`src/musicPkg.sv`:
```
package musicPkg;

    localparam int toneW = 32;
    typedef logic [toneW-1:0] toneT;        // Tone frequency in Hz

    localparam toneT silenceTone = 32'd50_000_000; // Far above audible range

    localparam int beatW = 12;
    typedef logic [beatW-1:0] beatT;

    localparam int scoreTicks = 512;
    localparam int slotTicks = 8;           // One eighth note
    localparam int slotCount = scoreTicks / slotTicks;
    localparam int tickW = $clog2(slotTicks);
    localparam int slotW = $clog2(slotCount);

    typedef enum logic [3:0] {
        pitchC3,
        pitchD3,
        pitchE3,
        pitchF3,
        pitchG3,
        pitchA3,
        pitchB3,
        pitchC4,
        pitchD4,
        pitchE4,
        pitchF4,
        pitchG4,
        pitchA4,
        pitchB4,
        pitchRest
    } pitchT;

    localparam int pitchCount = 15;

    // Indexed by pitchT, so the low octave lines up with the note keys
    localparam toneT pitchFreq [0:pitchCount-1] = '{
        32'd262, 32'd294, 32'd330, 32'd349, 32'd392, 32'd440, 32'd494,
        32'd524, 32'd588, 32'd660, 32'd698, 32'd784, 32'd880, 32'd988,
        silenceTone
    };

    localparam int keyIdxW = 3;
    localparam logic [keyIdxW-1:0] noKey = 3'd7;
    localparam int noteKeyCount = 7;

    // Home row A S D F G H J
    localparam logic [8:0] noteKeyCodes [0:noteKeyCount-1] = '{
        9'h01C,
        9'h01B,
        9'h023,
        9'h02B,
        9'h034,
        9'h033,
        9'h03B
    };

    typedef struct packed {
        logic       valid;                  // One-cycle strobe
        logic       released;               // Break code seen
        logic [8:0] code;                   // Bit 8 is the E0 extended flag
    } scanEventT;

endpackage

```
`src/keyTracker.sv`:
```
module keyTracker (
    input  logic                          clk,
    input  logic                          rst,
    input  musicPkg::scanEventT           keyEvent,
    output logic [musicPkg::keyIdxW-1:0]  lastKey,
    output logic                          lastHeld
);
    import musicPkg::*;

    logic [keyIdxW-1:0] matchIdx;

    // Linear search over the note-key table
    always_comb begin
        matchIdx = noKey;
        for (int i = 0; i < noteKeyCount; i++) begin
            if (keyEvent.code == noteKeyCodes[i]) begin
                matchIdx = keyIdxW'(i);
            end
        end
    end

    always_ff @(posedge clk) begin
        if (rst) begin
            lastKey <= noKey;
            lastHeld <= 1'b0;
        end else if (keyEvent.valid) begin
            lastKey <= matchIdx;
            lastHeld <= ~keyEvent.released; // Make code means held
        end
    end

    // Strobe comes from outside and must be clean once out of reset
    validKnown: assert property (
        @(posedge clk) disable iff (rst)
        !$isunknown(keyEvent.valid)
    );

endmodule

```
`src/musicTop.sv`:
```
module musicTop (
    input  logic                clk,
    input  logic                rst,
    input  logic                demoEn,
    input  musicPkg::beatT      beatNum,
    input  musicPkg::scanEventT keyEvent,
    output musicPkg::toneT      toneL,
    output musicPkg::toneT      toneR
);
    import musicPkg::*;

    toneT               scoreL;
    toneT               scoreR;
    logic [keyIdxW-1:0] lastKey;
    logic               lastHeld;

    scoreRom score (
        .beatNum (beatNum),
        .scoreL  (scoreL),
        .scoreR  (scoreR)
    );

    keyTracker tracker (
        .clk      (clk),
        .rst      (rst),
        .keyEvent (keyEvent),
        .lastKey  (lastKey),
        .lastHeld (lastHeld)
    );

    toneSelect select (
        .clk      (clk),
        .rst      (rst),
        .demoEn   (demoEn),
        .scoreL   (scoreL),
        .scoreR   (scoreR),
        .lastKey  (lastKey),
        .lastHeld (lastHeld),
        .toneL    (toneL),
        .toneR    (toneR)
    );

endmodule

```
`src/scoreRom.sv`:
```
module scoreRom (
    input  musicPkg::beatT beatNum,
    output musicPkg::toneT scoreL,
    output musicPkg::toneT scoreR
);
    import musicPkg::*;

    typedef struct packed {
        pitchT pitch;
        logic  gap;                         // Mute last tick of the slot
    } rightSlotT;

    // Bass line, one measure per two rows
    localparam pitchT scoreLeft [0:slotCount-1] = '{
        pitchC4, pitchC4, pitchC4, pitchC4,
        pitchG3, pitchG3, pitchB3, pitchB3,
        pitchC4, pitchC4, pitchC4, pitchC4,
        pitchG3, pitchG3, pitchB3, pitchB3,
        pitchC4, pitchC4, pitchC4, pitchC4,
        pitchG3, pitchG3, pitchB3, pitchB3,
        pitchC4, pitchC4, pitchG3, pitchG3,
        pitchE3, pitchE3, pitchC3, pitchC3,
        pitchG3, pitchG3, pitchG3, pitchG3,
        pitchF3, pitchF3, pitchD3, pitchD3,
        pitchE3, pitchE3, pitchE3, pitchE3,
        pitchG3, pitchG3, pitchB3, pitchB3,
        pitchC4, pitchC4, pitchC4, pitchC4,
        pitchG3, pitchG3, pitchB3, pitchB3,
        pitchC4, pitchC4, pitchG3, pitchG3,
        pitchC3, pitchC3, pitchC3, pitchC3
    };

    localparam rightSlotT scoreRight [0:slotCount-1] = '{
        '{pitchG4, 1'b0},                   // Measure 1
        '{pitchE4, 1'b1},
        '{pitchE4, 1'b0},
        '{pitchE4, 1'b0},
        '{pitchF4, 1'b0},
        '{pitchD4, 1'b1},
        '{pitchD4, 1'b0},
        '{pitchD4, 1'b0},
        '{pitchC4, 1'b0},                   // Measure 2
        '{pitchD4, 1'b0},
        '{pitchE4, 1'b0},
        '{pitchF4, 1'b0},
        '{pitchG4, 1'b1},
        '{pitchG4, 1'b1},
        '{pitchG4, 1'b0},
        '{pitchG4, 1'b1},
        '{pitchG4, 1'b0},                   // Measure 3
        '{pitchE4, 1'b1},
        '{pitchE4, 1'b0},
        '{pitchE4, 1'b0},
        '{pitchF4, 1'b0},
        '{pitchD4, 1'b1},
        '{pitchD4, 1'b0},
        '{pitchD4, 1'b0},
        '{pitchC4, 1'b0},                   // Measure 4
        '{pitchE4, 1'b0},
        '{pitchG4, 1'b1},
        '{pitchG4, 1'b0},
        '{pitchE4, 1'b1},
        '{pitchE4, 1'b1},
        '{pitchE4, 1'b0},
        '{pitchE4, 1'b0},
        '{pitchD4, 1'b1},                   // Measure 5
        '{pitchD4, 1'b1},
        '{pitchD4, 1'b1},
        '{pitchD4, 1'b1},
        '{pitchD4, 1'b0},
        '{pitchE4, 1'b0},
        '{pitchF4, 1'b0},
        '{pitchF4, 1'b0},
        '{pitchE4, 1'b1},                   // Measure 6
        '{pitchE4, 1'b1},
        '{pitchE4, 1'b1},
        '{pitchE4, 1'b1},
        '{pitchE4, 1'b0},
        '{pitchF4, 1'b0},
        '{pitchG4, 1'b0},
        '{pitchG4, 1'b1},
        '{pitchG4, 1'b0},                   // Measure 7
        '{pitchE4, 1'b1},
        '{pitchE4, 1'b0},
        '{pitchE4, 1'b0},
        '{pitchF4, 1'b0},
        '{pitchD4, 1'b1},
        '{pitchD4, 1'b0},
        '{pitchD4, 1'b0},
        '{pitchC4, 1'b0},                   // Measure 8
        '{pitchE4, 1'b0},
        '{pitchG4, 1'b1},
        '{pitchG4, 1'b0},
        '{pitchC4, 1'b0},
        '{pitchC4, 1'b0},
        '{pitchC4, 1'b0},
        '{pitchC4, 1'b0}
    };

    logic [slotW-1:0] slot;
    logic [tickW-1:0] tick;
    logic             inRange;
    logic             lastTick;
    rightSlotT        rSlot;

    assign slot = beatNum[tickW +: slotW];
    assign tick = beatNum[tickW-1:0];
    assign inRange = beatNum < beatT'(scoreTicks);
    assign lastTick = tick == tickW'(slotTicks - 1);
    assign rSlot = scoreRight[slot];

    assign scoreL = inRange ? pitchFreq[scoreLeft[slot]] : silenceTone;

    always_comb begin
        if (!inRange || (rSlot.gap && lastTick)) begin
            scoreR = silenceTone;           // Break between repeated notes
        end else begin
            scoreR = pitchFreq[rSlot.pitch];
        end
    end

endmodule

```
`src/toneSelect.sv`:
```
module toneSelect (
    input  logic                          clk,
    input  logic                          rst,
    input  logic                          demoEn,
    input  musicPkg::toneT                scoreL,
    input  musicPkg::toneT                scoreR,
    input  logic [musicPkg::keyIdxW-1:0]  lastKey,
    input  logic                          lastHeld,
    output musicPkg::toneT                toneL,
    output musicPkg::toneT                toneR
);
    import musicPkg::*;

    toneT playTone;                         // Tone kept across mode switches
    toneT playNext;

    // Same pitch on both channels while playing
    always_comb begin
        if (!lastHeld) begin
            playNext = silenceTone;
        end else if (lastKey != noKey) begin
            playNext = pitchFreq[lastKey];  // Key index equals low-octave pitch
        end else begin
            playNext = playTone;            // Other key held
        end
    end

    always_ff @(posedge clk) begin
        if (rst) begin
            playTone <= silenceTone;
        end else begin
            playTone <= playNext;
        end
    end

    always_ff @(posedge clk) begin
        if (rst) begin
            toneL <= silenceTone;
            toneR <= silenceTone;
        end else if (demoEn) begin
            toneL <= scoreL;
            toneR <= scoreR;
        end else begin
            toneL <= playNext;
            toneR <= playNext;
        end
    end

    // Mode level comes straight from a board switch
    modeKnown: assert property (
        @(posedge clk) disable iff (rst)
        !$isunknown(demoEn)
    );

endmodule

```
`config.mk`:
```
export PLATFORM = sky130hd
export DESIGN_NAME = musicTop
export DESIGN_NICKNAME = d
export VERILOG_FILES = /design/src/musicPkg.sv /design/src/keyTracker.sv /design/src/musicTop.sv /design/src/scoreRom.sv /design/src/toneSelect.sv
export SDC_FILE = /design/constraint.sdc
export NUM_CORES = 1
export LEC_CHECK = 0
export ABC_AREA = 1
export BUFFER_PORTS_ARGS = -buffer_cell sky130_fd_sc_hd__buf_2
export CORE_MARGIN = 4
export CORE_UTILIZATION = 60
export CTS_BUF_LIST = sky130_fd_sc_hd__clkbuf_8
export DETAILED_ROUTE_END_ITERATION = 8
export MAX_ROUTING_LAYER = met4
export PLACE_DENSITY = 0.87
export SLEW_MARGIN = 20
export SYNTH_ARGS = -nofsm -noshare
export SYNTH_HDL_FRONTEND = slang
export SYNTH_SLANG_ARGS = --single-unit
```
`constraint.sdc`:
```
create_clock -name clk -period 3 [get_ports clk]
set_clock_uncertainty 0.15 [all_clocks]
set_input_delay 0.45 -clock clk [delete_from_list [all_inputs] [get_ports clk]]
set_output_delay 0.45 -clock clk [all_outputs]
set_load 0.05 [all_outputs]
```
==> results.cfg, run 1 <==
[clocking]
cts-htree-levels = 3
post_cts_buffers = 0
clockBufferDepth = 2
cts_root_buf = clkbuf_8
cts_buffers = 9
hold_buffers = 0
tritoncts = built
clock_sink_count = 89
cts-resized-gates = 0
cts.clk_slew.worst_paths_ns = 0.10
clock_latency_ns = 0.36

[final_layout]
area_growth_pct = 14.30
fin_area_um2 = 4581
diodes = 0
nNetsFinal = 652
layout_common_cells = nand2_1, buf_2, dfxtp_1
final_common_cell = nand2_1
drive_gt1_share_pct = 21.93

[setup_path]
cp-start-kind = flop
crit_path_end_kind = flop
r2r_end = select.toneR[1]$_SDFF_PP0_
cp-endpoint = select.toneR[1]$_SDFF_PP0_
rr_worst_depth = 7
reg2reg_setup_slack_ns = 0.83
reg2reg_from = tracker.lastKey[0]$_SDFFE_PP1P_
crit_fanout = 13
cp.arrival_ns = 2.25
path_class = flop to flop
worstPathRequired_ns = 3.08
startpoint = tracker.lastKey[0]$_SDFFE_PP1P_

[min_path]
hold_class = primary input to flop

[route]
vias = 3563
drtAntennaViolNets = 0
wl_per_cell_um = 12.75
first_pass_iters = 5
drc_errors = 0
drtIter0Drc = 209
wirelength_um = 8769
drt-vias-per-instance = 5.179

[synthesis]
synth_area_um2 = 4008
ys_seq_area_share_pct = 44.46
synth_nets = 582
yosysUniqueCellTypes = 36
ys_seq_elements = 89
yosysWarningCount = 0
synth.avg_cell_area_um2 = 7.477
postSynthCellCount = 536
synthArstFlopShare_pct = 0
yosys_most_used_dff = dfxtp_1
synth_edf_count = 0

[floorplanning]
core_area_um2 = 6422
num_rows = 29
die_x_um = 89.73
initial_core_util_pct = 62.40
die_h_um = 89.73
dieArea_um2 = 8051
ios = 90

[power_and_ir_drop]
powerDensity_nw_per_um2 = 526.5
ir_drop_uv = 368.3
p_leak_nw = 2.220

[sta]
worst_pin_slew_ns = 0.6896
min_period_ns = 2.171
min_period_over_period_pct = 72.37
slew_headroom_pct = 53.92
fmax_mhz = 460.6
hold_viol = 0
setup_viol = 0
rsz0062_at_grt = false
slew_violations = 0
tns_ns = 0
setup_ws_ns = 0.8290

[placement]
post-dp-hpwl_um = 6478
post-place-ws_ns = 0.5289
place_congestion = 0.9168
dpl_cell_area_um2 = 4385
io_buffer_count = 89

[outcome]
status = finished clean

[job]
cap_violations = 0

[global_route]
grt_max_degree = 42
antenna_found_initial = 0
grt_pass1_wl_um = 14410
overflow = 0
grt_pass1_vias = 3101
grt_usage_pct = 22.01
flip-flops by register name (all words and copies together), names as in the netlist:
register          cells
select.toneR         32
tracker.lastHeld      1
tracker.lastKey       3
select.toneL         21
select.playTone      32
metrics by stage:
stage,instances,power (mW),utilization (%),hold slack [ns]
floorplan,536,1.557,-,0.2733
global placement,672,1.637,68.28,0.2800
detailed placement,672,1.645,68.28,0.2868
CTS,688,2.419,71.32,0.1071
global route,688,2.518,71.32,0.1147
finish,688,2.412,71.32,0.1213
layout make-up:
cell class                      count  area, um^2
Sequential cell                    89        1782
Clock inverter                      7       71.32
Multi-Input combinational cell    347        1784
Inverter                           66       247.7
Fill cell                         516        1842
Clock buffer                        9       123.9
Tap cell                           77       96.34
Timing Repair Buffer               93       475.5
synthesized netlist by cell type, types with 3 or more instances:
| cell type | instances | area, um^2 |
|---|---|---|
| nand2_1 | 135 | 506.7 |
| nand4_1 | 4 | 25.02 |
| a21oi_1 | 34 | 170.2 |
| buf_4 | 15 | 112.6 |
| o211ai_1 | 6 | 45.04 |
| nand2_2 | 4 | 25.02 |
| ha_1 | 20 | 250.2 |
| or2_2 | 4 | 25.02 |
| nor4_1 | 13 | 81.33 |
| nand3_1 | 27 | 135.1 |
| nand2_4 | 3 | 33.78 |
| a31oi_1 | 4 | 25.02 |
| nor2_1 | 45 | 168.9 |
| dfxtp_1 | 89 | 1782 |
| inv_2 | 8 | 30.03 |
| inv_1 | 58 | 217.7 |
| nor3_1 | 18 | 90.09 |
| o21ai_0 | 10 | 50.05 |
| buf_1 | 4 | 15.01 |
| clkbuf_1 | 12 | 45.04 |
power breakdown:
part           internal, mW  switching, mW  total (mW)
combinational         0.106          0.291       0.396
clock                 0.325          0.464       0.789
sequential             1.22         0.0110        1.23
cells by family after synthesis:
kind of cell | Yosys count | share of synthesized area (%)
AOI/OAI and AO/OA | 65 | 9.304
adders and majority gates | 20 | 6.244
buffers and inverters | 100 | 11.02
and+or+nand+nor | 262 | 28.97
DFF | 89 | 44.46
critical path: stages, from the launching register on:
cell,delay (ns)
dfxtp_1,0.36
ha_1,0.27
nand2_1,0.30
inv_1,0.29
o31ai_1,0.39
nor2_1,0.07
nand2_1,0.12
a21oi_1,0.09
how the worst min path moves through the flow:
stage | start | end | cells past startpoint
finish | keyEvent[9] | tracker.lastHeld$_SDFFE_PP0P_ | 2
global route | keyEvent[9] | tracker.lastHeld$_SDFFE_PP0P_ | 2
detailed placement | select.playTone[27]$_SDFF_PP0_ | select.toneR[27]$_SDFF_PP0_ | 2
global placement | select.playTone[9]$_SDFF_PP0_ | select.playTone[9]$_SDFF_PP0_ | 2
CTS | keyEvent[9] | tracker.lastHeld$_SDFFE_PP0P_ | 2
floorplan | select.playTone[9]$_SDFF_PP0_ | select.playTone[9]$_SDFF_PP0_ | 2
layer usage:
| metal | wire length [um] | GRT usage, % | vias to the layer above |
|---|---|---|---|
| met5 | 0 | - | - |
| met1 | 3944 | 29.23 | 1575 |
| met2 | 4063 | 34.09 | 134 |
| li1 | - | - | 1845 |
| met4 | 108 | 6.130 | 0 |
| met3 | 652 | 4.925 | 9 |
Power figures use the tool's default switching activity.
==> run 2, diff against run 1 <==
--- a/config.mk
+++ b/config.mk
@@ -8,11 +8,11 @@
 export ABC_AREA = 1
 export BUFFER_PORTS_ARGS = -buffer_cell sky130_fd_sc_hd__buf_2
 export CORE_MARGIN = 4
-export CORE_UTILIZATION = 60
+export CORE_UTILIZATION = 56
 export CTS_BUF_LIST = sky130_fd_sc_hd__clkbuf_8
 export DETAILED_ROUTE_END_ITERATION = 8
 export MAX_ROUTING_LAYER = met4
-export PLACE_DENSITY = 0.87
+export PLACE_DENSITY = 0.82
 export SLEW_MARGIN = 20
 export SYNTH_ARGS = -nofsm -noshare
 export SYNTH_HDL_FRONTEND = slang
==> constraint.sdc (replaced) <==
create_clock -name clk -period 2.3 [get_ports clk]
set_clock_uncertainty 0.15 [all_clocks]
set_input_delay 0.345 -clock clk [delete_from_list [all_inputs] [get_ports clk]]
set_output_delay 0.345 -clock clk [all_outputs]
set_load 0.05 [all_outputs]
==> results.cfg, run 2 (same netlist as run 1, synthesis figures left out) <==
[power_and_ir_drop]
p_leak_nw = 2.275
power_frac_comb_pct = 16.8
ir_drop_uv = 425.0
switching_share_pct = 31.67
clkPwrFrac_pct = 32.6
powerDensity_nw_per_um2 = 674.4
power.total_mw = 3.164
power_frac_seq_pct = 50.6
p_int_mw = 2.162
power.switching_mw = 1.002

[sta]
slew_violations = 0
worst_pin_slew_ns = 0.7023
hold_viol = 0
rsz0062_at_grt = false
setup_viol = 0
fmax_mhz = 505.7
min_period_over_period_pct = 85.98
min_period_ns = 1.978
setup_ws_ns = 0.3224
slew_headroom_pct = 53.07

[final_layout]
largestRegisters = select.playTone x32, select.toneR x32, select.toneL x21
nNetsFinal = 663
diodes = 0
drive_gt1_share_pct = 23.15
n_fill_cell = 564
fin_area_um2 = 4692
layout_common_cells = nand2_1, buf_2, dfxtp_1
area_growth_pct = 17.08
final_common_cell = nand2_1
final_cells = 718

[placement]
io_buffer_count = 89
post-dp-hpwl_um = 6594
dp_cells = 701
post-place-ws_ns = -0.02251
dpl_cell_area_um2 = 4484
place_congestion = 0.8706

[floorplanning]
die_x_um = 92.60
num_rows = 30
core_area_um2 = 6869
die_h_um = 92.60
dieArea_um2 = 8574
ios = 90
initial_core_util_pct = 58.34

[route]
vias = 3564
wirelength_um = 8936
wl_per_cell_um = 12.45
drtAntennaViolNets = 0
drc_errors = 0
drtIter0Drc = 212
drt-vias-per-instance = 4.964
first_pass_iters = 5

[clocking]
cts_root_buf = clkbuf_8
clock_latency_ns = 0.36
clock_sink_count = 89
cts.clk_slew.worst_paths_ns = 0.10
clockBufferDepth = 2
cts-htree-levels = 3
post_cts_buffers = 0
tritoncts = built
cts_buffers = 9

[setup_path]
cp-start-kind = flop
crit_path_end_kind = flop
crit_fanout = 6
path_class = flop to flop
crit_chain = ha_1 > nand2_1 > buf_4 > o21ai_0 > o211ai_1 > or2_2 > a21oi_1
crit_slowest_cell = dfxtp_1
cpPeakStageDelay_ns = 0.43
cp.arrival_ns = 2.12
worstPathRequired_ns = 2.44

[global_route]
antenna_found_initial = 0
grt_pass1_vias = 3176
grt_pass1_wl_um = 14460
grt_max_degree = 42
grt_usage_pct = 21.50
overflow = 0

[min_path]
hold_class = primary input to flop

[job]
cap_violations = 0

[outcome]
status = finished clean
run 2: stage by stage:
step	util (%)	TNS [ns]	hold WS (ns)
after floorplan	-	0	0.2733
after global placement	65.28	0	0.2814
after detailed placement	65.28	-0.02251	0.2850
after CTS	68.31	0	0.08872
after global routing	68.31	0	0.09892
final	68.31	0	0.1060
run 2: power groups by stage:
stage	clock network [mW]	registers, mW	logic (mW)
floorplan	0	1.74	0.285
global placement	0	1.63	0.519
detailed placement	0	1.64	0.525
CTS	1.05	1.60	0.531
global route	1.12	1.61	0.590
finish	1.03	1.60	0.532
run 2: worst max-delay path, delay by kind of cell (launching register included):
kind,cells,cell delay [ns]
simple gates,2,0.50
flops,1,0.43
compound gates,3,0.36
fa+ha+maj,1,0.27
buf+inv,1,0.20
run 2: area by class of cell:
type	instances	area [um^2]	share of cell area, %
Tap cell	96	120.1	2.560
Clock buffer	9	123.9	2.640
Inverter	66	247.7	5.280
Multi-Input combinational cell	347	1784	38.03
Sequential cell	89	1782	37.97
Timing Repair Buffer	104	560.5	11.95
Clock inverter	7	73.82	1.573
run 2: metal layers:
| metal | global-route usage [%] | up-vias | part of all wire, % |
|---|---|---|---|
| li1 | - | 1865 | - |
| met1 | 28.72 | 1571 | 48 |
| met2 | 32.51 | 116 | 45 |
| met3 | 4.549 | 12 | 6.2 |
| met4 | 7.302 | 0 | 1.5 |
| met5 | - | - | 0 |
run 2: repair_timing:
action                                 in CTS  in global routing
resized for setup                           0                  0
hold buffers                                1                  0
endpoints found under the hold margin       1                  0
run 2: path summary, 6_finish.rpt:
| check | startpoint | depth (start not counted) | endpoint | slack [ns] |
|---|---|---|---|---|
| worst max-delay path | tracker.lastKey[1]$_SDFFE_PP1P_ | 7 | select.toneL[6]$_SDFF_PP0_ | 0.32 |
| worst min-delay path | keyEvent[10] | 2 | tracker.lastHeld$_SDFFE_PP0P_ | 0.11 |
| worst max register to register | tracker.lastKey[1]$_SDFFE_PP1P_ | 7 | select.toneL[6]$_SDFF_PP0_ | 0.32 |
| worst min register to register | select.playTone[29]$_SDFF_PP0_ | 2 | select.toneR[29]$_SDFF_PP0_ | 0.30 |
==> run 3, diff against run 2 <==
--- a/config.mk
+++ b/config.mk
@@ -8,11 +8,11 @@
 export ABC_AREA = 1
 export BUFFER_PORTS_ARGS = -buffer_cell sky130_fd_sc_hd__buf_2
 export CORE_MARGIN = 4
-export CORE_UTILIZATION = 56
+export CORE_UTILIZATION = 50
 export CTS_BUF_LIST = sky130_fd_sc_hd__clkbuf_8
 export DETAILED_ROUTE_END_ITERATION = 8
 export MAX_ROUTING_LAYER = met4
-export PLACE_DENSITY = 0.82
+export PLACE_DENSITY = 0.75
 export SLEW_MARGIN = 20
 export SYNTH_ARGS = -nofsm -noshare
 export SYNTH_HDL_FRONTEND = slang
==> results.cfg, run 3 (same netlist as run 1, synthesis figures left out) <==
[outcome]
status = finished clean

[floorplanning]
dieArea_um2 = 9511
die_h_um = 97.53
core_area_um2 = 7767
initial_core_util_pct = 51.59
num_rows = 32
die_x_um = 97.53
ios = 90

[placement]
post-dp-hpwl_um = 6745
io_buffer_count = 89
post-place-ws_ns = 0.003490
place_congestion = 0.9453

[setup_path]
r2r_end = select.toneL[2]$_SDFF_PP0_
cp-endpoint = select.toneL[2]$_SDFF_PP0_
path_class = flop to flop
worstPathRequired_ns = 2.43
cp-start-kind = flop
crit_path_end_kind = flop
rr_worst_depth = 6
startpoint = tracker.lastKey[0]$_SDFFE_PP1P_
crit_fanout = 6
reg2reg_from = tracker.lastKey[0]$_SDFFE_PP1P_
reg2reg_setup_slack_ns = 0.29
cp.arrival_ns = 2.14

[clocking]
tritoncts = built
cts_buffers = 9
post_cts_buffers = 0
clock_latency_ns = 0.37
hold_buffers = 0
cts_root_buf = clkbuf_8
cts-resized-gates = 0
clockBufferDepth = 2
clock_sink_count = 89
cts.clk_slew.worst_paths_ns = 0.10
cts-htree-levels = 3

[global_route]
grt_usage_pct = 19.70
grt_max_degree = 42
antenna_found_initial = 0
grt_pass1_wl_um = 15170
overflow = 0
grt_pass1_vias = 3346

[route]
first_pass_iters = 5
drc_errors = 0
wirelength_um = 9011
routed.top_layer = met4
wl_met1_um = 4213
vias = 3611
wl_met3_um = 623
drtIter0Drc = 240
drtAntennaViolNets = 0
drt-vias-per-instance = 4.981
route.met2.wl_um = 3986
wl_per_cell_um = 12.43

[sta]
min_period_over_period_pct = 87.31
min_period_ns = 2.008
fmax_mhz = 498.0
rsz0062_at_grt = false
slew_headroom_pct = 55.82
hold_viol = 0
slew_violations = 0
setup_ws_ns = 0.2918
setup_viol = 0
tns_ns = 0
worst_pin_slew_ns = 0.6612

[job]
cap_violations = 0

[power_and_ir_drop]
ir_drop_uv = 295.7
powerDensity_nw_per_um2 = 671.8
p_leak_nw = 2.280

[final_layout]
multiInputGateArea_um2 = 1784
area_growth_pct = 17.23
nNetsFinal = 664
layout_common_cells = nand2_1, buf_2, dfxtp_1
diodes = 0
drive_gt1_share_pct = 23.43
n_fill_cell = 722
final_common_cell = nand2_1
largestRegisters = select.playTone x32, select.toneR x32, select.toneL x21
register_area_um2 = 1782

[min_path]
hold_class = primary input to flop
[run 3: cell count changes in the layout (fill, tap and decap cells not counted), sizes merged]
cell	change
inv	+2
clkinvlp	-1
clkinv	-1
dlygate4sd3	-1
buf	+2
[run 3: critical path, cell delays in order (launching register included)]
cell and delay [ns]:
dfxtp_1 0.37, ha_1 0.26, nand2_1 0.19, nor2_1 0.06, a2111oi_0 0.49, nand2_1 0.20
a21oi_1 0.20
[run 3: how the worst min path moves through the flow]
| stage | start | slack (ns) | endpoint | cells after the start |
|---|---|---|---|---|
| 6_report | keyEvent[9] | 0.06 | tracker.lastHeld$_SDFFE_PP0P_ | 2 |
| 5_1_grt | keyEvent[9] | 0.06 | tracker.lastHeld$_SDFFE_PP0P_ | 2 |
| 4_1_cts | keyEvent[9] | 0.04 | tracker.lastHeld$_SDFFE_PP0P_ | 2 |
| 3_5_place_dp | select.playTone[9]$_SDFF_PP0_ | 0.29 | select.playTone[9]$_SDFF_PP0_ | 2 |
| 3_3_place_gp | select.playTone[27]$_SDFF_PP0_ | 0.28 | select.toneR[27]$_SDFF_PP0_ | 2 |
| 2_1_floorplan | select.playTone[9]$_SDFF_PP0_ | 0.27 | select.playTone[9]$_SDFF_PP0_ | 2 |
[run 3: area by class of cell]
cell class	count	area share, %
clock buffer	9	2.636
tap	102	2.716
clock inverter	7	1.438
timing repair buffer	105	12.04
multi-input combinational	347	37.98
inverter	66	5.273
sequential	89	37.92
[run 3: report_power, final]
group	internal, mW	switching (mW)	total [mW]
Sequential	1.59	0.0153	1.60
Combinational	0.156	0.383	0.539
Clock	0.420	0.596	1.02
[run 3: routing by layer]
layer  vias to the layer above  GRT usage (%)
met5                         -              -
met4                         0          8.307
met3                        15          4.810
met2                       114          30.10
met1                      1609          24.93
li1                       1873              -
[run 3: stage by stage]
step,utilization [%],instance area (um^2),power (mW),hold WS (ns),cells
after global routing,60.49,4698,3.304,0.05581,725
after global placement,58.02,4507,2.163,0.2794,709
after CTS,60.49,4698,3.184,0.04090,725
after floorplan,-,4008,2.030,0.2733,536
final,60.49,4698,3.156,0.05689,725
after detailed placement,58.02,4507,2.171,0.2866,709
